===== src/rtl/stream_pkg.sv =====
package stream_pkg;

    // widths with a meaning of their own
    typedef logic [31:0] addr_t;        // byte address
    typedef logic [23:0] count_t;       // words in a transfer
    typedef logic [7:0]  burst_t;       // words per burst
    typedef logic [1:0]  csr_addr_t;
    typedef logic [31:0] csr_word_t;

    // transfer descriptor handed from the register file to the engine
    typedef struct packed {
        addr_t  source_pointer;
        count_t word_size;
        burst_t burst_count;
    } stream_cmd_t;

    typedef enum logic [0:0] {
        engine_idle,
        engine_burst
    } engine_state_t;

    // register map
    localparam csr_addr_t csr_command = 2'd0;   // burst length, go
    localparam csr_addr_t csr_status  = 2'd1;   // busy in bit 0
    localparam csr_addr_t csr_pointer = 2'd2;
    localparam csr_addr_t csr_size    = 2'd3;

    localparam int go_bit = 15;

endpackage

===== src/rtl/stream_csr.sv =====
`timescale 1ns/1ns

module stream_csr import stream_pkg::*; (
    input  logic        clock,
    input  logic        clock_sreset,

    input  csr_addr_t   s_address,
    input  csr_word_t   s_writedata,
    output csr_word_t   s_readdata,
    input  logic        s_read,
    input  logic        s_write,
    output logic        s_waitrequest,

    output logic        go,
    output stream_cmd_t cmd,
    input  logic        busy
);

    logic read_latency;     // second cycle of a read

    // reads wait one cycle, writes never wait
    always_comb begin
        s_waitrequest = s_read && !s_write && !read_latency;
    end

    always_ff @(posedge clock) begin
        if (clock_sreset) begin
            read_latency <= 1'b0;
            go           <= 1'b0;
        end else begin
            read_latency <= read_latency ? 1'b0 : s_read;
            go           <= s_write && (s_address == csr_command) && s_writedata[go_bit];
        end
    end

    // register file, no reset on the descriptor
    always_ff @(posedge clock) begin
        if (s_write) begin
            case (s_address)
                csr_command: cmd.burst_count    <= s_writedata[7:0];
                csr_pointer: cmd.source_pointer <= s_writedata;
                csr_size:    cmd.word_size      <= s_writedata[23:0];
                default: ;                          // status is read only
            endcase
        end
    end

    // readback is registered, valid once the wait drops
    always_ff @(posedge clock) begin
        if (s_read) begin
            case (s_address)
                csr_command: s_readdata <= {24'b0, cmd.burst_count};
                csr_status:  s_readdata <= {31'b0, busy};
                csr_pointer: s_readdata <= cmd.source_pointer;
                default:     s_readdata <= {8'b0, cmd.word_size};
            endcase
        end
    end

    // a go is a single strobe per command write
    a_go_pulse : assert property (@(posedge clock) disable iff (clock_sreset)
        go |=> !go);

endmodule


===== config.mk =====
export PLATFORM = sky130hd
export DESIGN_NAME = stream_csr
export DESIGN_NICKNAME = d
export VERILOG_FILES = /design/src/rtl/stream_pkg.sv /design/src/rtl/stream_csr.sv
export SDC_FILE = /design/constraint.sdc
export NUM_CORES = 1
export LEC_CHECK = 0
export ABC_AREA = 1
export BUFFER_PORTS_ARGS = -buffer_cell sky130_fd_sc_hd__buf_2
export CAP_MARGIN = 25
export CORE_UTILIZATION = 35
export DETAILED_ROUTE_END_ITERATION = 6
export HOLD_SLACK_MARGIN = 0.1
export PLACE_DENSITY = 0.61
export SLEW_MARGIN = 20
export SYNTH_ARGS = -nofsm -noshare
export SYNTH_HDL_FRONTEND = slang
export SYNTH_SLANG_ARGS = --single-unit

===== constraint.sdc =====
create_clock -name clock -period 1.9 [get_ports clock]
set_input_delay 0 -clock clock [delete_from_list [all_inputs] [get_ports clock]]
set_output_delay 0 -clock clock [all_outputs]
set_load 0.05 [all_outputs]

==> flow_summary.ini, run 1 <==
[clock_network]
clk_latency_ns = 0.34
clk_pin_slew_worst_paths_ns = 0.09
cts.htree.levels = 3
cts_root_buf = clkbuf_8
cts_buffers = 9
clockBufferDepth = 2
numClockSinks = 98
cts_setup_buffers = 0
cts_tree = built
cts_resized = 0

[floorplan]
dieArea_um2 = 10200
rows = 35
start_util_pct = 36.5
io_pins = 137
core_um2 = 9370
die_h_um = 101
die-width_um = 101

[worst_setup_path]
critPathLaunchType = primary input
arrival_ns = 1.38
cp-end-kind = flop
required_ns = 1.95
path_max_fanout = 22
crit_type = in2reg

[logic_synthesis]
synthMuxAreaShare_pct = 0
synth_most_common_cell = edfxtp_1
ys_seq_elements = 98
synth.area.top_cells = edfxtp_1 (84%), nand2_1 (8.2%), inv_1 (1.9%)
synth_xor_area_share_pct = 0
ys_async_sr_fraction_pct = 0
synth_top_family_by_area = simple AND/OR/NAND/NOR gates
synth_compound_area_share_pct = 0
syn_inst = 222
synth_edf_count = 96
synth_ff_type = edfxtp_1
ys_warn_count = 0
avgSynthCellArea_um2 = 15.4
synth_fp_nets = 261
synth_top_cell_by_area = edfxtp_1
syn_area_um2 = 3420
synth-seq-area-share_pct = 85.4
yosys.area_share.adder_pct = 0
yosysTopAreaCellShare_pct = 84.2
synth_commonest_cells = edfxtp_1 (96), nand2_1 (75), inv_1 (17)
synth_cell_types = 11
synthSimpleGateAreaFrac_pct = 11.8

[finish]
num_antenna_cells = 0
drive_above_1_share_pct = 39.3
nets = 446
utilization_pct = 52.1
synthToLayoutAreaGrowth_pct = 42.7
instances_no_fill = 541
fill_cells = 838

[pwr]
leakage_nw = 2.12
vdd_drop_max_uv = 416
p_per_area_nw_per_um2 = 949

[grt]
grt_start_max_net_pins = 25
grt_pass1_wl_um = 11000
antenna_found_initial = 0
grt_overflow = 0
first_global_vias = 2256
grt_usage_pct = 15.1

[route]
drc = 0
num_vias = 2313
first_pass_iters = 4
post_drt_via_cell_ratio = 4.28
wl_per_cell_um = 13.9
drt_wl_total_um = 7500
dr.first_iter.drc_count = 107
antenna_left = 0

[run]
drv_cap = 0

[min_path]
hp-class = in2reg

[sta]
fmax_mhz = 749
report.final.slew_viol_count = 0
final_hold_viol_count = 0
setup_slack_ns = 0.564
post-route-period-util_pct = 70.3
finalSetupViolations = 0
skew_ns = 0.00957
rsz0062_at_grt = false
max-slew-margin-rel_pct = 70.7
tns_ns = 0
min_period_ns = 1.34
tightest_slew_ns = 0.439

[place]
numPortBuffers = 136
dp.cells = 489
dpl_worst_slack_ns = 0.606
dp_hpwl_um = 4970
routabilityCongestion = 0.767

[status]
outcome = finished, final reports clean
==> power by group <==
group	switching (mW)	internal, mW	total [mW]
clock	0.660	0.720	1.38
combinational	0.535	0.178	0.713
sequential	0.0425	2.50	2.54
total	1.24	3.40	4.63
==> logic make-up (layout without fill, tap and decap cells) <==
| kind of cell | Yosys count | after routing |
|---|---|---|
| and+or+nand+nor | 101 | 101 |
| DFF | 98 | 98 |
| buffers and inverters | 23 | 213 |
==> critical path: stages <==
cell and delay, ns:
dlygate4sd3_1 0.55, buf_2 0.12, inv_1 0.10, nor2_4 0.36
buf_12 0.23
==> per-stage QoR <==
stage | instance area, um2 | hold slack (ns) | total power, mW
global route | 4880 | 0.115 | 4.82
global placement | 4310 | 0.180 | 3.24
detailed placement | 4310 | 0.183 | 3.25
floorplan | 3420 | 0.0768 | 3.05
finish | 4880 | 0.107 | 4.63
CTS | 4890 | 0.108 | 4.69
==> worst paths after layout <==
kind	slack, ns	end	depth (start not counted)	from
worst max-delay path	0.56	cmd[49]$_DFFE_PP_	5	s_write
worst min-delay path	0.11	read_latency$_SDFF_PP0_	3	s_read
worst max register to register	0.98	s_readdata[0]$_DFFE_PP_	4	cmd[32]$_DFFE_PP_
worst min register to register	0.43	read_latency$_SDFF_PP0_	1	read_latency$_SDFF_PP0_
==> flip-flops by register name, indices dropped and copies added (netlist names) <==
name,flops
s_readdata,32
go,1
cmd,64
read_latency,1
==> cell type report <==
| type | instances | area (um2) | share of cell area (%) |
|---|---|---|---|
| clock inverters | 3 | 46.3 | 0.948 |
| repair buffers | 178 | 1100 | 22.5 |
| well taps | 129 | 161 | 3.31 |
| clock buffers | 13 | 169 | 3.46 |
| inverters | 19 | 71.3 | 1.46 |
| flip-flops and latches | 98 | 2920 | 59.9 |
| multi-input cells | 101 | 413 | 8.46 |
==> layout by cell type, fill, tap and decap left out, types with 2 or more instances in the layout <==
cell type,Yosys,layout
inv_1,17,17
buf_2,2,136
dlygate4sd3_1,0,36
nand3_1,10,10
nand2_1,75,75
nor3_1,3,3
nor2_1,12,10
inv_2,2,2
clkbuf_8,0,12
edfxtp_1,96,96
buf_4,2,5
nor2_4,1,2
dfxtp_1,2,2
==> per-layer routing <==
metal  global-route usage, %  share of wire (%)  up-vias
li1                        -                  -     1133
met1                    17.6                 42     1063
met2                    25.3                 49       98
met3                    4.58                6.6       19
met4                    7.80                2.5        0
met5                       0                  0        -
==> repair_timing <==
action | CTS | global route
endpoints found under the setup margin | 0 | 1
hold buffers | 37 | 0
hold endpoints to repair | 67 | 0
Note: power is estimated with default switching activity, not from simulation.
==> run 2, diff against run 1 <==
--- a/config.mk
+++ b/config.mk
@@ -11,7 +11,7 @@
 export CORE_UTILIZATION = 35
 export DETAILED_ROUTE_END_ITERATION = 6
 export HOLD_SLACK_MARGIN = 0.1
-export PLACE_DENSITY = 0.61
+export PLACE_DENSITY = 0.59
 export SLEW_MARGIN = 20
 export SYNTH_ARGS = -nofsm -noshare
 export SYNTH_HDL_FRONTEND = slang
==> constraint.sdc (replaced) <==
create_clock -name clock -period 1.3 [get_ports clock]
set_input_delay 0 -clock clock [delete_from_list [all_inputs] [get_ports clock]]
set_output_delay 0 -clock clock [all_outputs]
set_load 0.05 [all_outputs]
==> flow_summary.ini, run 2 (synthesis gave the netlist of run 1 again) <==
[status]
outcome = finished, final reports clean

[route]
num_vias = 2341
wl_per_cell_um = 13.6
first_pass_iters = 4
drc = 0
antenna_left = 0
drt_wl_total_um = 7410
dr.first_iter.drc_count = 67
post_drt_via_cell_ratio = 4.30

[clock_network]
cts_tree = built
cts.htree.levels = 3
cts_setup_buffers = 0
clockBufferDepth = 2
clk_latency_ns = 0.35
cts_root_buf = clkbuf_8
cts_buffers = 9
clk_pin_slew_worst_paths_ns = 0.09
numClockSinks = 98

[grt]
grt_overflow = 0
antenna_found_initial = 0
grt_pass1_wl_um = 11100
grt_start_max_net_pins = 25
first_global_vias = 2327
grt_usage_pct = 15.1

[min_path]
hold_path_end = s_readdata[0]$_DFFE_PP_
hp-class = in2reg
hold_start = s_address[0]
worstHoldPathCells = 4

[worst_setup_path]
arrival_ns = 1.54
path_common_cell = dlygate4sd3_1
reg2regPathDepth = 2
path_max_fanout = 5
crit_path_cell_trace = dlygate4sd3_1 > buf_2 > nor2_2 > inv_1 > nor3_2 > dlygate4sd3_1
crit_slowest_cell = dlygate4sd3_1
reg2reg_slack_ns = 0.18
cp-end-kind = flop
required_ns = 1.60
r2r-start = read_latency$_SDFF_PP0_
crit_type = in2reg
critPathLaunchType = primary input
worstReg2RegEnd = read_latency$_SDFF_PP0_
max_stage_delay_ns = 0.56

[floorplan]
start_util_pct = 36.5
rows = 35
die_h_um = 101
io_pins = 137
dieArea_um2 = 10200
die-width_um = 101
core_um2 = 9370

[sta]
final_hold_viol_count = 0
min_period_ns = 1.24
max-slew-margin-rel_pct = 69.8
finalSetupViolations = 0
fmax_mhz = 804
report.final.slew_viol_count = 0
tns_ns = 0
post-route-period-util_pct = 95.6
rsz0062_at_grt = false
skew_ns = 0.0128
tightest_slew_ns = 0.451

[finish]
largest_reg_flops = 64
drive_above_1_share_pct = 40.1
layout_commonest_cell = buf_2
num_antenna_cells = 0
utilization_pct = 52.8
instances_no_fill = 545
top_register = cmd
final_cell_mix = buf_2 (136), edfxtp_1 (96), nand2_1 (75), dlygate4sd3_1 (38), inv_1 (17)
nets = 450
top_regs = cmd: 64 flops, s_readdata: 32 flops
synthToLayoutAreaGrowth_pct = 44.6
final_area_um2 = 4950

[place]
numPortBuffers = 136
detailed_place.area_um2 = 4340
routabilityCongestion = 0.745
dp_hpwl_um = 4960
dp.cells = 491

[pwr]
combPwrFrac_pct = 15.4
switchingPower_mw = 1.81
leakage_nw = 2.15
vdd_drop_max_uv = 692
power.total_mw = 6.87
p_clk_share_pct = 30.5
p_sw_share_pct = 26.3
pwr-share-seq_pct = 54.1
p_per_area_nw_per_um2 = 1390
intPower_mw = 5.06

[run]
drv_cap = 0
run 2: routing by layer:
metal  track usage [%]  part of all wire, %
met1              17.0                   42
met2              26.1                   49
met4              7.02                  2.4
met3              4.79                  6.4
met5                 0                    0
run 2: through the flow:
step                      setup WS [ns]  hold WS, ns
after global routing            0.00249        0.106
after global placement            0.287        0.186
after detailed placement          0.251        0.186
final                            0.0566        0.116
after CTS                        0.0168        0.117
after floorplan                   0.142       0.0768
run 2: cell type report:
cell class | count | area (um2)
fill | 828 | 4420
sequential | 98 | 2920
timing repair buffer | 182 | 1150
multi-input combinational | 101 | 425
tap | 129 | 161
clock buffer | 11 | 141
clock inverter | 5 | 78.8
inverter | 19 | 71.3
run 2: critical path, delay by kind of cell:
| kind | cells | cell delay, ns |
|---|---|---|
| buffers and inverters | 4 | 1.32 |
| AND/OR/NAND/NOR | 2 | 0.22 |
run 2: worst max path at each step:
stage | startpoint | to | slack [ns] | cells past startpoint
2_1_floorplan | s_address[1] | cmd[32]$_DFFE_PP_ | 0.14 | 4
3_3_place_gp | s_address[1] | cmd[48]$_DFFE_PP_ | 0.29 | 6
3_5_place_dp | s_address[1] | cmd[42]$_DFFE_PP_ | 0.25 | 6
4_1_cts | busy | s_readdata[0]$_DFFE_PP_ | 0.02 | 7
5_1_grt | s_address[1] | cmd[52]$_DFFE_PP_ | 0.002 | 7
6_report | s_address[1] | go$_SDFF_PP0_ | 0.06 | 6
run 2: power by group through the flow:
stage / clock [mW] / sequential (mW) / combinational (mW)
detailed placement: 0 / 3.79 / 0.975
CTS: 2.15 / 3.72 / 1.06
finish: 2.09 / 3.71 / 1.06
global placement: 0 / 3.78 / 0.966
floorplan: 0 / 4.33 / 0.125
global route: 2.28 / 3.73 / 1.12
run 2: timing repair:
action                                  CTS  global route
gates resized for setup                   0             2
endpoints found under the hold margin    75             0
endpoints found under the setup margin    0             2
hold buffers                             39             0
==> run 3, diff against run 2 <==
==> constraint.sdc (replaced) <==
create_clock -name clock -period 1.3 [get_ports clock]
set_input_delay 0 -clock clock [delete_from_list [all_inputs] [get_ports clock]]
set_output_delay 0 -clock clock [all_outputs]
set_load 0.02 [all_outputs]
==> flow_summary.ini, run 3 (synthesis gave the netlist of run 1 again) <==
[status]
outcome = finished, final reports clean

[floorplan]
rows = 35
dieArea_um2 = 10200
io_pins = 137
start_util_pct = 36.5
die_h_um = 101
core_um2 = 9370
die-width_um = 101

[place]
routabilityCongestion = 0.773
numPortBuffers = 136
detailed_place.area_um2 = 4340
dp_hpwl_um = 4970
dp.cells = 492

[run]
drv_cap = 0

[finish]
instances_no_fill = 546
nets = 451
layout_commonest_cell = buf_2
top_regs = cmd: 64 flops, s_readdata: 32 flops
top_register = cmd
synthToLayoutAreaGrowth_pct = 44.2
largest_reg_flops = 64
final_area_um2 = 4940
drive_above_1_share_pct = 39.8
num_antenna_cells = 0
final_cell_mix = buf_2 (136), edfxtp_1 (96), nand2_1 (75), dlygate4sd3_1 (38), inv_1 (17)

[sta]
finalSetupViolations = 0
report.final.slew_viol_count = 0
min_period_ns = 1.27
final_hold_viol_count = 0
tightest_slew_ns = 0.507
fmax_mhz = 788
skew_ns = 0.00963
max-slew-margin-rel_pct = 66.1
post-route-period-util_pct = 97.7

[worst_setup_path]
crit_type = in2reg
crit_path_cell_trace = dlygate4sd3_1 > buf_2 > nor2_4 > inv_1 > nor3_2 > dlygate4sd3_1
required_ns = 1.60
reg2reg_slack_ns = 0.20
reg2regPathDepth = 2
arrival_ns = 1.57
path_common_cell = dlygate4sd3_1
startpoint = s_address[1]
crit_slowest_cell = dlygate4sd3_1
path_max_fanout = 5
r2r-start = read_latency$_SDFF_PP0_
cp-end-kind = flop
max_stage_delay_ns = 0.55
critPathLaunchType = primary input
worstReg2RegEnd = read_latency$_SDFF_PP0_

[grt]
first_global_vias = 2277
grt_start_max_net_pins = 24
grt_usage_pct = 15.2
antenna_found_initial = 0
grt_pass1_wl_um = 11200
grt_overflow = 0

[pwr]
p_sw_share_pct = 23.6
leakage_nw = 2.14
p_per_area_nw_per_um2 = 1290
pwr-share-seq_pct = 58.2
p_clk_share_pct = 30.5
intPower_mw = 4.87
combPwrFrac_pct = 11.3
vdd_drop_max_uv = 643
switchingPower_mw = 1.50

[min_path]
hold_path_end = s_readdata[0]$_DFFE_PP_
hold_start = s_address[0]
hp-class = in2reg
worstHoldPathCells = 4

[route]
num_vias = 2342
drc = 0
antenna_left = 0
drt_wl_total_um = 7700
wl_per_cell_um = 14.1
dr.first_iter.drc_count = 59
first_pass_iters = 4
post_drt_via_cell_ratio = 4.29

[clock_network]
cts_buffers = 9
clk_latency_ns = 0.34
numClockSinks = 98
cts_tree = built
cts_root_buf = clkbuf_8
cts.htree.levels = 3
clk_pin_slew_worst_paths_ns = 0.10
clockBufferDepth = 2
cts_setup_buffers = 0
run 3: through the flow:
step                      setup TNS, ns  hold WS [ns]  power [mW]  util, %  worst slack, ns
after global routing            -0.0277         0.141        6.61     52.7         -0.00573
after floorplan                       0        0.0768        4.11        -            0.142
after CTS                             0         0.122        6.43     52.6           0.0313
after detailed placement              0         0.179        4.41     46.3            0.274
final                                 0         0.114        6.37     52.7           0.0302
after global placement                0         0.178        4.40     46.3            0.309
run 3: per-layer routing:
metal / GRT usage (%) / share of wire [%]
met1: 17.6 / 42
met2: 26.4 / 49
met3: 3.95 / 5.9
met4: 7.13 / 2.4
met5: 0 / 0
run 3: layout make-up:
type                            count  area [um2]
Fill cell                         825        4440
Tap cell                          129         161
Multi-Input combinational cell    101         425
Clock inverter                      4        52.6
Sequential cell                    98        2920
Inverter                           19        71.3
Clock buffer                       12         145
Timing Repair Buffer              183        1160
run 3: critical path: cells and delay by family:
family | cells | cell delay, ns
AND/OR/NAND/NOR | 2 | 0.23
buffers and inverters | 4 | 1.34
run 3: worst max path at each step:
stage	end	slack [ns]	depth (start not counted)
2_1_floorplan	cmd[32]$_DFFE_PP_	0.14	4
3_3_place_gp	cmd[39]$_DFFE_PP_	0.31	6
3_5_place_dp	cmd[46]$_DFFE_PP_	0.27	6
4_1_cts	s_readdata[0]$_DFFE_PP_	0.03	7
5_1_grt	cmd[36]$_DFFE_PP_	-0.006	7
6_report	go$_SDFF_PP0_	0.03	6
run 3: power groups by stage:
stage,combinational (mW),sequential [mW],clock [mW]
after CTS,0.721,3.71,1.99
final,0.720,3.71,1.94
after detailed placement,0.629,3.78,0
after global placement,0.620,3.78,0
after floorplan,0.121,3.99,0
after global routing,0.775,3.73,2.11
run 3: repair_timing:
| action | CTS | global route |
|---|---|---|
| endpoints found under the setup margin | 0 | 11 |
| endpoints found under the hold margin | 76 | 0 |
| resized for setup | 0 | 4 |
| hold buffers | 39 | 0 |
