==> config.mk <==
export PLATFORM = sky130hd
export DESIGN_NAME = burst_read_engine
export DESIGN_NICKNAME = d
export VERILOG_FILES = /design/src/rtl/stream_pkg.sv /design/src/rtl/burst_read_engine.sv
export SDC_FILE = /design/constraint.sdc
export NUM_CORES = 1
export LEC_CHECK = 0
export ABC_AREA = 1
export BUFFER_PORTS_ARGS = -buffer_cell sky130_fd_sc_hd__buf_2
export CAP_MARGIN = 20
export CORE_MARGIN = 2
export CORE_UTILIZATION = 45
export CTS_CLUSTER_DIAMETER = 100
export DETAILED_ROUTE_END_ITERATION = 16
export PLACE_DENSITY = 0.74
export SYNTH_ARGS = -nofsm -noshare
export SYNTH_HDL_FRONTEND = slang
export SYNTH_SLANG_ARGS = --single-unit
==> constraint.sdc <==
create_clock -name clock -period 12.2 [get_ports clock]
set_input_delay 2.44 -clock clock [delete_from_list [all_inputs] [get_ports clock]]
set_output_delay 2.44 -clock clock [all_outputs]
set_load 0.1 [all_outputs]
==> src/rtl/stream_pkg.sv <==
package stream_pkg;

    // widths with a meaning of their own
    typedef logic [31:0] addr_t;        // byte address
    typedef logic [23:0] count_t;       // words in a transfer
    typedef logic [7:0]  burst_t;       // words per burst
    typedef logic [1:0]  csr_addr_t;
    typedef logic [31:0] csr_word_t;

    // transfer descriptor handed from the register file to the engine
    typedef struct packed {
        addr_t  source_pointer;
        count_t word_size;
        burst_t burst_count;
    } stream_cmd_t;

    typedef enum logic [0:0] {
        engine_idle,
        engine_burst
    } engine_state_t;

    // register map
    localparam csr_addr_t csr_command = 2'd0;   // burst length, go
    localparam csr_addr_t csr_status  = 2'd1;   // busy in bit 0
    localparam csr_addr_t csr_pointer = 2'd2;
    localparam csr_addr_t csr_size    = 2'd3;

    localparam int go_bit = 15;

endpackage
==> src/rtl/burst_read_engine.sv <==
`timescale 1ns/1ns

module burst_read_engine import stream_pkg::*; #(
    parameter int data_width = 16,
    parameter int fifo_depth = 512
) (
    input  logic                          clock,
    input  logic                          clock_sreset,

    input  stream_cmd_t                   cmd,
    input  logic                          go,
    input  logic [$clog2(fifo_depth)-1:0] fifo_usedw,
    output logic                          busy,

    output addr_t                         m_address,
    output burst_t                        m_burstcount,
    output logic                          m_read,
    input  logic                          m_waitrequest
);

    localparam int bytes_per_word = data_width / 8;

    engine_state_t state;
    count_t        word_counter;    // words not yet requested
    logic          last_burst;
    logic          has_room;

    always_comb begin
        last_burst = word_counter <= count_t'(cmd.burst_count);
        // keep space for two bursts in flight
        has_room   = int'(fifo_usedw) < fifo_depth - 2 * int'(cmd.burst_count);
    end

    // control state
    always_ff @(posedge clock) begin
        if (clock_sreset) begin
            state  <= engine_idle;
            busy   <= 1'b0;
            m_read <= 1'b0;
        end else begin
            case (state)
                engine_idle: begin
                    if (go) begin
                        busy  <= 1'b1;
                        state <= engine_burst;
                    end
                end
                engine_burst: begin
                    if (m_read) begin
                        if (!m_waitrequest) begin               // burst accepted
                            m_read <= 1'b0;
                            if (word_counter == '0) begin
                                busy  <= 1'b0;
                                state <= engine_idle;
                            end
                        end
                    end else if (word_counter == '0) begin      // empty transfer
                        busy  <= 1'b0;
                        state <= engine_idle;
                    end else if (has_room) begin
                        m_read <= 1'b1;
                    end
                end
                default: state <= engine_idle;
            endcase
        end
    end

    // address, burst size and word bookkeeping
    always_ff @(posedge clock) begin
        case (state)
            engine_idle: begin
                m_address    <= cmd.source_pointer;
                word_counter <= cmd.word_size;
            end
            engine_burst: begin
                if (m_read) begin
                    if (!m_waitrequest) begin
                        m_address <= m_address
                                   + addr_t'(m_burstcount) * addr_t'(bytes_per_word);
                    end
                end else if (word_counter != '0 && has_room) begin
                    if (last_burst) begin                       // short tail burst
                        m_burstcount <= burst_t'(word_counter);
                        word_counter <= '0;
                    end else begin
                        m_burstcount <= cmd.burst_count;
                        word_counter <= word_counter - count_t'(cmd.burst_count);
                    end
                end
            end
            default: ;
        endcase
    end

    a_request_held : assert property (@(posedge clock) disable iff (clock_sreset)
        m_read && m_waitrequest |=> m_read && $stable(m_address) && $stable(m_burstcount));

    a_burst_nonzero : assert property (@(posedge clock) disable iff (clock_sreset)
        m_read |-> m_burstcount != '0);

endmodule

==> metrics.md, run 1 <==
| Metric | Value |
|---|---|
| Post-layout power | 1.02 mW |
| Starting density of the core | 46.3% |
| Net count after synthesis | 874 |
| Beginning of the worst hold path | busy |
| Multi-input combinational cell area | 2880 µm² |
| Pins over their slew limit | 0 |
| Origin of the critical flop-to-flop path | word_counter[0] |
| Wire length of the first global-routing pass | 22300 µm |
| Basic-gate share of the synthesized area counting and, or, nand and nor cells | 38.8% |
| TritonCTS clock tree | done |
| Worst Path Arrival | 4600 ps |
| Headroom to the max-slew limit | 29.3% |
| Count of max-cap constraint violations | 0 |
| Setup TNS | 0 ps |
| Hold violation total from the final report | 0 |
| Area Growth Syn to Fin | 21.0% |
| DIE WIDTH | 113 µm |
| Run status | finished clean |
| Buffer cell driving the clock tree root | clkbuf_16 |
| Warnings from Yosys | 0 |
| Gr usage total | 22.0% |
| Highest net fanout along the worst path | 24 |
| Number of top-level pins | 119 |
| Peak VDD IR | 0.124 mV |
| Max H-tree Level | 3 |
| Detailed-route via count | 5212 |
| Synth Register Bits | 67 |
| Count of standard-cell rows | 39 |
| Number of buffers between clock root and the deepest sink | 2 |
| Post-synth EDFFs | between 60 and 70 |
| Unrepaired setup endpoints after global routing | false |
| Antenna fix cells | 0 |
| Number of fill cells in the layout | 1105 |
| Combinational family with the most area after synthesis | simple AND/OR/NAND/NOR gates |
| Number of library cell types mapped by synthesis | 34 |
| Worst-skew pair later-pin latency | 340 ps |
| Full die area | 12700 µm² |
| Detailed Routing Iterations Pass 1 | 5 |
| Avg WL per Cell | 13.2 µm |
| Clock-pin slew of the registers on the worst-case setup and hold paths | 60 ps |
| Fraction of synthesized cell area in xor and xnor cells | roughly 3.1% |
| Slack of the worst reg-to-reg path | 9840 ps |
| Vias per cell | 5.02 |
| Fraction of the mapped netlist area in adder cells | 6.41% |
| Terminating pin of the worst hold path | busy |
| Cell area after placement | 6050 µm² |
| Final setup violation count | 0 |
| Area taken by flip-flops and latches | 1980 µm² |
| Fraction of the yosys area taken by sequential cells | 37.3% |
| Maximum clock skew at final layout | about 8 ps |
| Slew of the pin with the lowest slew margin | 1060 ps |
| Die Height | 113 µm |
| Placeable Area | roughly 11000 µm² |
| Residual DRC | 0 |
| R2r worst-path depth | 12 |
| Port Buf Inserts | 117 |
| Aggregate routed wire length | 13700 µm |
| Kind of end point of the critical path | register |
| Buffers inserted during post-CTS setup optimization | 0 |
| Placer congestion estimate | 0.911 |
| Share of the cycle needed by the critical path after routing | 37.7% |
| Post-synthesis cell count | 771 |
| Async set or reset register ratio after synthesis | 0% |
| Iteration-0 DRC Markers | 252 |
| Number of antenna violations at the first check in global routing | 0 |
| Cts-stage hold buffer count | 0 |
| Pleak | 3.32 nW |
| Class of the most critical setup path | primary input to register |
| Prevailing post-synth register cell | edfxtp_1 |
| Worst hold path type | register to register |
| Count of cells along the worst hold path | 2 |
| Most frequent cells in the layout | nand2_1 (301), buf_2 (117), inv_1 (107) |
| Gates resized, CTS repair | 0 |
| Achievable Freq | ~220 MHz |
| Multiplexer share of the synthesized area | 0% |
| Layout cell share with drive strength beyond 1 | between 10% and 20% |
| Post-synthesis instance area | 5310 µm² |
| Antenna-violating nets left | 0 |
| Cell types with the largest area share after synthesis | edfxtp_1 (36%), nand2_1 (21%), inv_1 (7.6%), nand3_1 (6.8%), ha_1 (5.7%) |
| Minimum clock period | around 4600 ps |
| Clock sink count | 67 |
| Vias in the first global route | 4870 |
| Number of nets in the layout | 993 |
| Fraction of synthesized cell area taken by the top area cell type | 36.2% |
| Reg2Reg Capture Point | word_counter[0] |
| Compound-Gate Fraction of Synth Area | 5.52% |
| Synth Area per Inst | approximately 6.9 µm² |
| Most common cell after layout, fill and taps aside | nand2_1 |
| Largest net degree at the start of global routing | 64 |
| Cell taking the most area after synthesis | edfxtp_1 |
| Worst path required time | 12200 ps |
| Cell area after layout | about 6400 µm² |
| Global-route congestion overflow total | 0 |
| Clock buffers created by TritonCTS | 9 |
| Setup crit start kind | primary input |
| P per Cell Area | 159 nW/µm² |
| Post-detailed-placement half-perimeter wirelength | 10400 µm |
## sequential cells by signal, summed over array words and instances, names as in the netlist
name / flops
m_address: 32
word_counter: 24
m_burstcount: 8
busy: 1
m_read: 1
state: 1
## where the power goes
group	total [mW]	switching, mW	internal [mW]
combinational	0.363	0.271	0.0922
clock	0.330	0.108	0.222
sequential	0.325	0.0308	0.295
## how the worst max path moves through the flow
stage                       end  slack [ps]   start
6_report       word_counter[23]        7600  cmd[1]
3_5_place_dp   word_counter[22]        7240  cmd[1]
4_1_cts        word_counter[14]        7600  cmd[1]
5_1_grt        word_counter[14]        7360  cmd[1]
2_1_floorplan   word_counter[0]        6190  cmd[1]
3_3_place_gp   word_counter[22]        7270  cmd[1]
## stage by stage
step / utilization, % / setup slack, ps / std cells / hold slack [ps]
2_1_floorplan: - / 6190 / 771 / 589
3_3_place_gp: 52.8 / 7270 / 1022 / 482
3_5_place_dp: 52.8 / 7240 / 1022 / 496
4_1_cts: 56.0 / 7600 / 1038 / 511
5_1_grt: 56.0 / 7360 / 1038 / 537
6_report: 56.0 / 7600 / 1038 / 502
## synth_stat cells, types with 2 or more instances
cell type,count
a21oi_1,13
a31oi_1,4
buf_1,3
buf_6,2
clkbuf_1,7
dfxtp_1,3
edfxtp_1,64
fa_1,2
ha_1,24
inv_1,107
nand2_1,301
nand2_4,3
nand3_1,72
nand3_2,2
nand3b_1,5
nand4_1,19
nor2_1,61
nor3_1,10
o21ai_0,25
o21ai_1,9
or2_2,5
xnor2_1,9
xor2_1,10
## cell type report
type	instances	share of cell area, %
Sequential cell	67	30.9
Inverter	108	6.31
Tap cell	143	2.79
Clock buffer	9	3.51
Multi-Input combinational cell	584	44.8
Timing Repair Buffer	120	9.47
Clock inverter	7	2.28
## critical path: stages
cell and delay [ps]:
buf_2 90, inv_1 180, nand3_1 150, nor2_1 120, nand2_1 90, nor3_1 190
xor2_1 180, ha_1 260, nand2_1 70, inv_1 30, o21ai_0 120, nand2_1 70
inv_1 70, nand3_1 80, o21ai_2 110, buf_4 330
## routing by layer
metal | routed length (µm) | track usage [%]
met1 | 5870 | 26.1
met3 | 708 | 4.00
met4 | 340 | 9.02
met5 | 0 | 0
met2 | 6770 | 39.0
## logic make-up after synthesis
logic type,Yosys count
buffers and inverters,120
AND/OR/NAND/NOR,485
AO/OA/AOI/OAI,54
XOR/XNOR,19
flip-flops,67
adder cells (fa/ha/maj),26
Power figures use the tool's default switching activity.
==> run 2, diff against run 1 <==
Settings changed: PLACE_DENSITY 0.74 to 0.77.
Clock period 12.2 ns to 3.9 ns, I/O delays scaled along.
==> run 2 against run 1 <==
Design area shrank 1.3%. Sequential cell count is the same. Worst setup slack lost 6600 ps. Via count grew 0.65%. Routed wire length shrank 1.5%. Die area is the same. Worst hold slack gained 12 ps. Core utilization shrank 0.74 points. Largest cell class unchanged.
==> metrics.md, run 2 (synthesis gave the netlist of run 1 again) <==
| Metric | Value |
|---|---|
| Peak VDD IR | 0.306 mV (was 0.124 mV) |
| Detailed Routing Iterations Pass 1 | 5 (unchanged) |
| Final setup violation count | 0 (unchanged) |
| Hold violation total from the final report | 0 (unchanged) |
| Area Growth Syn to Fin | 19.4% (was 21.0%) |
| Setup slack of the critical path after layout | 996 ps (was 7600 ps) |
| Unrepaired setup endpoints after global routing | false (unchanged) |
| Wire length of the first global-routing pass | 22800 µm (was 22300 µm) |
| Post-Place Worst Slack | 660 ps (was 7240 ps) |
| Terminating pin of the worst hold path | busy (unchanged) |
| Minimum clock period | 2900 ps |
| Number of antenna violations at the first check in global routing | 0 (unchanged) |
| Class of the most critical setup path | primary input to register (unchanged) |
| Die Height | 113 µm (unchanged) |
| Starting density of the core | 46.3% (unchanged) |
| Aggregate routed wire length | 13500 µm (was 13700 µm) |
| Avg WL per Cell | 13.0 µm (was 13.2 µm) |
| Buffer cell driving the clock tree root | clkbuf_16 (unchanged) |
| Largest net degree at the start of global routing | 64 (unchanged) |
| Vias per cell | 5.05 (was 5.02) |
| Reg2Reg Capture Point | word_counter[8] (was word_counter[0]) |
| R2r worst-path depth | 12 (unchanged) |
| Slack of the worst reg-to-reg path | 1550 ps (was 9840 ps) |
| Count of standard-cell rows | 39 (unchanged) |
| Buffers inserted during post-CTS setup optimization | 0 (unchanged) |
| Met2 routed wirelength | 6820 µm (was 6770 µm) |
| Top routing layer in use | met4 (unchanged) |
| P per Cell Area | 464 nW/µm² (was 159 nW/µm²) |
| Antenna-violating nets left | 0 (unchanged) |
| Count of cells along the worst hold path | 2 (unchanged) |
| Slew of the pin with the lowest slew margin | 1040 ps (was 1060 ps) |
| Max H-tree Level | 3 (unchanged) |
| Layout cell share with drive strength beyond 1 | 17.2% (unchanged) |
| Gr usage total | 22.1% (was 22.0%) |
| Post-layout power | 2.94 mW (was 1.02 mW) |
| Clock-pin slew of the registers on the worst-case setup and hold paths | 60 ps (about the same) |
| Global-route congestion overflow total | 0 (unchanged) |
| Worst-skew pair later-pin latency | 340 ps (about the same) |
| Headroom to the max-slew limit | 30.6% (was 29.3%) |
| Number of top-level pins | 119 (unchanged) |
| Placer congestion estimate | 0.896 (was 0.911) |
| Share of the cycle needed by the critical path after routing | 74.5% |
| Worst Path Arrival | 2910 ps (was 4600 ps) |
| Max FFs per register | 32 (unchanged) |
| Residual DRC | 0 (unchanged) |
| Minimum hold slack | 514 ps (was 502 ps) |
| Placeable Area | 11500 µm² (unchanged) |
| TritonCTS clock tree | done (unchanged) |
| Antenna fix cells | 0 (unchanged) |
| Worst hold path type | register to register (unchanged) |
| DIE WIDTH | 113 µm (unchanged) |
| Pleak | 3.27 nW (was 3.32 nW) |
| Most frequent cells in the layout | nand2_1 (301), buf_2 (117), inv_1 (107) (unchanged) |
| Achievable Freq | approximately 340 MHz |
| Cts-stage hold buffer count | 0 (unchanged) |
| Highest net fanout along the worst path | 24 (unchanged) |
| Number of nets in the layout | 993 (unchanged) |
| Met1 Wirelength | 5780 µm (was 5870 µm) |
| Beginning of the worst hold path | busy (unchanged) |
| Kind of end point of the critical path | register (unchanged) |
| Post-detailed-placement half-perimeter wirelength | 10400 µm (about the same) |
| Setup TNS | 0 ps (unchanged) |
| Clock buffers created by TritonCTS | 9 (unchanged) |
| Port Buf Inserts | 117 (unchanged) |
| Pins over their slew limit | 0 (unchanged) |
| Gates resized, CTS repair | 0 (unchanged) |
| Most common cell after layout, fill and taps aside | nand2_1 (unchanged) |
| Number of buffers between clock root and the deepest sink | 2 (unchanged) |
| Full die area | 12700 µm² (unchanged) |
| Detailed-route via count | 5246 (was 5212) |
| Routed wl met3 | 578 µm (was 708 µm) |
| Vias in the first global route | 5080 (was 4870) |
| Clock sink count | 67 (unchanged) |
| Origin of the critical flop-to-flop path | word_counter[0] (unchanged) |
| Count of max-cap constraint violations | 0 (unchanged) |
| Registers with the highest flip-flop counts | m_address x32, word_counter x24, m_burstcount x8 (unchanged) |
| Iteration-0 DRC Markers | 248 (was 252) |
| Reg with most FFs | m_address (unchanged) |
| Setup crit start kind | primary input (unchanged) |
| Run status | finished clean (unchanged) |
| Maximum clock skew at final layout | 5.40 ps (was 8.01 ps) |
| Worst path required time | 3910 ps (was 12200 ps) |
## run 2: cell types whose count changed in the layout (fill, tap and decap cells not counted)
cell	before	now
clkinvlp_4	0	2
clkinv_4	1	2
inv_8	0	1
bufinv_16	4	0
## run 2: layer usage
metal  vias up  global-route usage (%)
met2       133                    40.7
met3        25                    3.94
met4         0                    6.75
met1      2353                    26.1
met5         -                       0
li1       2735                       -
## run 2: where the power goes
group	switching, mW	internal [mW]	total, mW	leakage (nW)
sequential	0.0968	0.922	1.02	0.673
combinational	0.842	0.289	1.13	2.46
clock	0.351	0.441	0.792	0.135
total	1.29	1.65	2.94	3.27
## run 2: through the flow
stage	cells	cell area [µm²]	utilization (%)
final	1038	6340	55.3
after detailed placement	1022	6050	52.8
after global routing	1038	6340	55.3
after floorplan	771	5310	-
after CTS	1038	6340	55.3
after global placement	1022	6050	52.8
## run 2: critical path: stages
cell,delay [ps]
buf_2,90
inv_1,160
nand3_1,140
nor2_1,110
nand2_1,80
nor3_1,180
xor2_1,190
ha_1,260
nand2_1,70
inv_1,30
o21ai_0,150
nand2_1,70
inv_1,60
nand3_1,80
o21ai_2,120
buf_4,330
## run 2: area by class of cell
class	instances	area [µm²]
Inverter	108	405
Multi-Input combinational cell	584	2880
Clock inverter	7	61.3
Timing Repair Buffer	120	608
Clock buffer	9	225
Tap cell	143	179
Sequential cell	67	1980
Fill cell	1120	5130
## run 2: worst max-delay path by stage
stage,to,startpoint,cells past startpoint,slack [ps]
4_1_cts,word_counter[16],cmd[1],16,1010
3_3_place_gp,word_counter[20],cmd[1],16,690
6_report,word_counter[18],cmd[1],16,1000
2_1_floorplan,word_counter[0],cmd[1],14,200
5_1_grt,word_counter[18],cmd[1],16,730
3_5_place_dp,word_counter[15],cmd[1],16,660
==> run 3, diff against run 2 <==
Clock period 3.9 ns to 2.6 ns, I/O delays scaled along.
==> run 3 against run 2 <==
Critical path depth unchanged. Clock skew grew 1.9 ps. Worst hold slack got worse by 110 ps. Count of clock-buffer cells in the layout is 1 higher. Via count is 0.36% higher. Core utilization grew 2.2 points. Sequential power grew 49%.
==> metrics.md, run 3 (synthesis gave the netlist of run 1 again) <==
| Metric | Value |
|---|---|
| Run status | finished clean (unchanged) |
| Number of top-level pins | 119 (unchanged) |
| Wire length of the first global-routing pass | 22700 µm (was 22800 µm) |
| Unrepaired setup endpoints after global routing | false (unchanged) |
| Slack of the worst reg-to-reg path | 360 ps (was 1550 ps) |
| Most prevalent standard cell on the critical path | nand2_1 |
| DIE WIDTH | 113 µm (unchanged) |
| Iteration-0 DRC Markers | 381 (was 248) |
| Kind of end point of the critical path | register (unchanged) |
| R2r worst-path depth | 12 (unchanged) |
| Pins over their slew limit | 0 (unchanged) |
| TritonCTS clock tree | done (unchanged) |
| Hold violation total from the final report | 0 (unchanged) |
| Setup crit start kind | primary input (unchanged) |
| Die Height | 113 µm (unchanged) |
| Sequential share of power | 32.2% (was 34.6%) |
| Most frequent cells in the layout | nand2_1 (298), buf_2 (117), inv_1 (104) (was nand2_1 (301), buf_2 (117), inv_1 (107)) |
| Slew of the pin with the lowest slew margin | 512 ps (was 1040 ps) |
| Vias in the first global route | 5019 (was 5080) |
| Aggregate routed wire length | 13700 µm (was 13500 µm) |
| Worst-skew pair later-pin latency | 350 ps (was 340 ps) |
| Starting density of the core | 46.3% (unchanged) |
| Maximum clock skew at final layout | 7.31 ps (was 5.40 ps) |
| Clock sink count | 67 (unchanged) |
| Detailed-route via count | 5265 (was 5246) |
| Number of buffers between clock root and the deepest sink | 2 (unchanged) |
| Beginning of the critical path | cmd[0] (was cmd[1]) |
| Switching Power | 1.90 mW (was 1.29 mW) |
| Gates resized, CTS repair | 0 (unchanged) |
| Registers with the highest flip-flop counts | m_address x32, word_counter x24, m_burstcount x8 (unchanged) |
| Share of power burned in combinational logic | 37.3% (was 38.5%) |
| Global-route congestion overflow total | 0 (unchanged) |
| Worst path required time | 2650 ps (was 3910 ps) |
| Cells traversed along the worst timing path | buf_2 -> clkinvlp_4 -> nand3_2 -> nor2_1 -> nand2_1 -> nor3_2 -> xor2_1 -> ha_1 -> nand2_1 -> inv_1 -> o21ai_1 -> nand2_1 -> inv_1 -> nand3_2 -> o21ai_4 -> buf_12 (was buf_2 -> inv_1 -> nand3_1 -> nor2_1 -> nand2_1 -> nor3_1 -> xor2_1 -> ha_1 -> nand2_1 -> inv_1 -> o21ai_0 -> nand2_1 -> inv_1 -> nand3_1 -> o21ai_2 -> buf_4) |
| Buffer cell driving the clock tree root | clkbuf_16 (unchanged) |
| Critical Path Stages | 16 (unchanged) |
| Internal power contribution | 2.82 mW (was 1.65 mW) |
| Clock buffers created by TritonCTS | 9 (unchanged) |
| Slowest cell delay on critical path | 250 ps (was 330 ps) |
| Clock-pin slew of the registers on the worst-case setup and hold paths | 60 ps (about the same) |
| Placed Instances | 1036 (was 1022) |
| Number of nets in the layout | 1007 (was 993) |
| Antenna fix cells | 0 (unchanged) |
| Placer congestion estimate | 0.905 (was 0.896) |
| Worst Path Arrival | 2420 ps (was 2910 ps) |
| Switching share of power | 40.2% (was 43.9%) |
| Post-detailed-placement half-perimeter wirelength | 10700 µm (was 10400 µm) |
| Cts-stage hold buffer count | 0 (unchanged) |
| Pleak | 3.38 nW (was 3.27 nW) |
| Reg with most FFs | m_address (unchanged) |
| Utilization after layout | 57.5% (was 55.3%) |
| Origin of the critical flop-to-flop path | word_counter[0] (unchanged) |
| Headroom to the max-slew limit | 66.1% (was 30.6%) |
| Layout cell share with drive strength beyond 1 | 20.1% (was 17.2%) |
| Max FFs per register | 32 (unchanged) |
| Library cell contributing the largest single delay on the critical path | ha_1 (was buf_4) |
| Max H-tree Level | 3 (unchanged) |
| Achievable Freq | 422 MHz |
| Avg WL per Cell | 13.0 µm (about the same) |
| Worst hold path type | primary input to register (was register to register) |
| Share of the cycle needed by the critical path after routing | 91.2% |
| Residual DRC | 0 (unchanged) |
| Placeable Area | 11500 µm² (unchanged) |
| Largest net degree at the start of global routing | 41 (was 64) |
| Antenna-violating nets left | 0 (unchanged) |
| Peak VDD IR | 0.618 mV (was 0.306 mV) |
| Class of the most critical setup path | primary input to register (unchanged) |
| Buffers inserted during post-CTS setup optimization | 0 (unchanged) |
| Top delay family on crit path | simple AND/OR/NAND/NOR gates (unchanged) |
| Post-route insts no fill | 1052 (was 1038) |
| Gr usage total | 22.3% (was 22.1%) |
| Highest net fanout along the worst path | 18 (was 24) |
| Part of the power in the clock network | 30.5% (was 26.9%) |
| Port Buf Inserts | 117 (unchanged) |
| Reg2Reg Capture Point | word_counter[8] (unchanged) |
| Number of antenna violations at the first check in global routing | 0 (unchanged) |
| Sum of buffers and inverters on the critical path | 5 (unchanged) |
| Full die area | 12700 µm² (unchanged) |
| Detailed Routing Iterations Pass 1 | 5 (unchanged) |
| Minimum clock period | ~2400 ps |
| Final setup violation count | 0 (unchanged) |
| Count of standard-cell rows | 39 (unchanged) |
| CP endpoint | word_counter[19] (was word_counter[18]) |
| Vias per cell | 5.00 (was 5.05) |
| P per Cell Area | 717 nW/µm² (was 464 nW/µm²) |
| Most common cell after layout, fill and taps aside | nand2_1 (unchanged) |
| Area Growth Syn to Fin | 24.2% (was 19.4%) |
| Count of max-cap constraint violations | 0 (unchanged) |
run 3: power by group through the flow:
stage	clock [mW]	sequential, mW	combinational (mW)
floorplan	0	2.05	0.825
global placement	0	1.54	1.73
detailed placement	0	1.54	1.76
CTS	1.46	1.52	1.77
global route	1.50	1.54	1.94
finish	1.44	1.52	1.76
run 3: layout make-up:
cell class                      instances  area, µm²
Fill cell                            1091       4880
Clock buffer                           10        239
Clock inverter                          6        113
Sequential cell                        67       1980
Timing Repair Buffer                  134        726
Multi-Input combinational cell        584       2940
Tap cell                              143        179
Inverter                              108        413
run 3: how the worst min path moves through the flow:
stage                     slack, ps  depth (start not counted)               to            start
final                           400                          2           m_read     clock_sreset
after global routing            400                          2           m_read     clock_sreset
after CTS                       390                          2           m_read     clock_sreset
after detailed placement        500                          2             busy             busy
after global placement          480                          2             busy             busy
after floorplan                 590                          2  m_burstcount[3]  word_counter[3]
run 3: per-layer routing:
layer | part of all wire, % | wire, µm | vias up | track usage [%]
met3 | 5.1 | 695 | 25 | 5.13
met4 | 2.2 | 298 | 0 | 7.32
met1 | 43 | 5840 | 2346 | 26.7
li1 | - | - | 2756 | -
met5 | 0 | 0 | - | 0
met2 | 50 | 6850 | 138 | 39.4
run 3: stage by stage:
| step | setup TNS (ps) | area, µm² | setup WS, ps | power [mW] | hold WS (ps) |
|---|---|---|---|---|---|
| 3_5_place_dp | -3760 | 6240 | -142 | 3.30 | 496 |
| 2_1_floorplan | -1770 | 5390 | -74.0 | 2.88 | 589 |
| 3_3_place_gp | -1960 | 6240 | -83.3 | 3.27 | 479 |
| 4_1_cts | 0 | 6590 | 204 | 4.75 | 387 |
| 6_report | 0 | 6590 | 229 | 4.72 | 404 |
| 5_1_grt | 0 | 6590 | 31.3 | 4.98 | 401 |
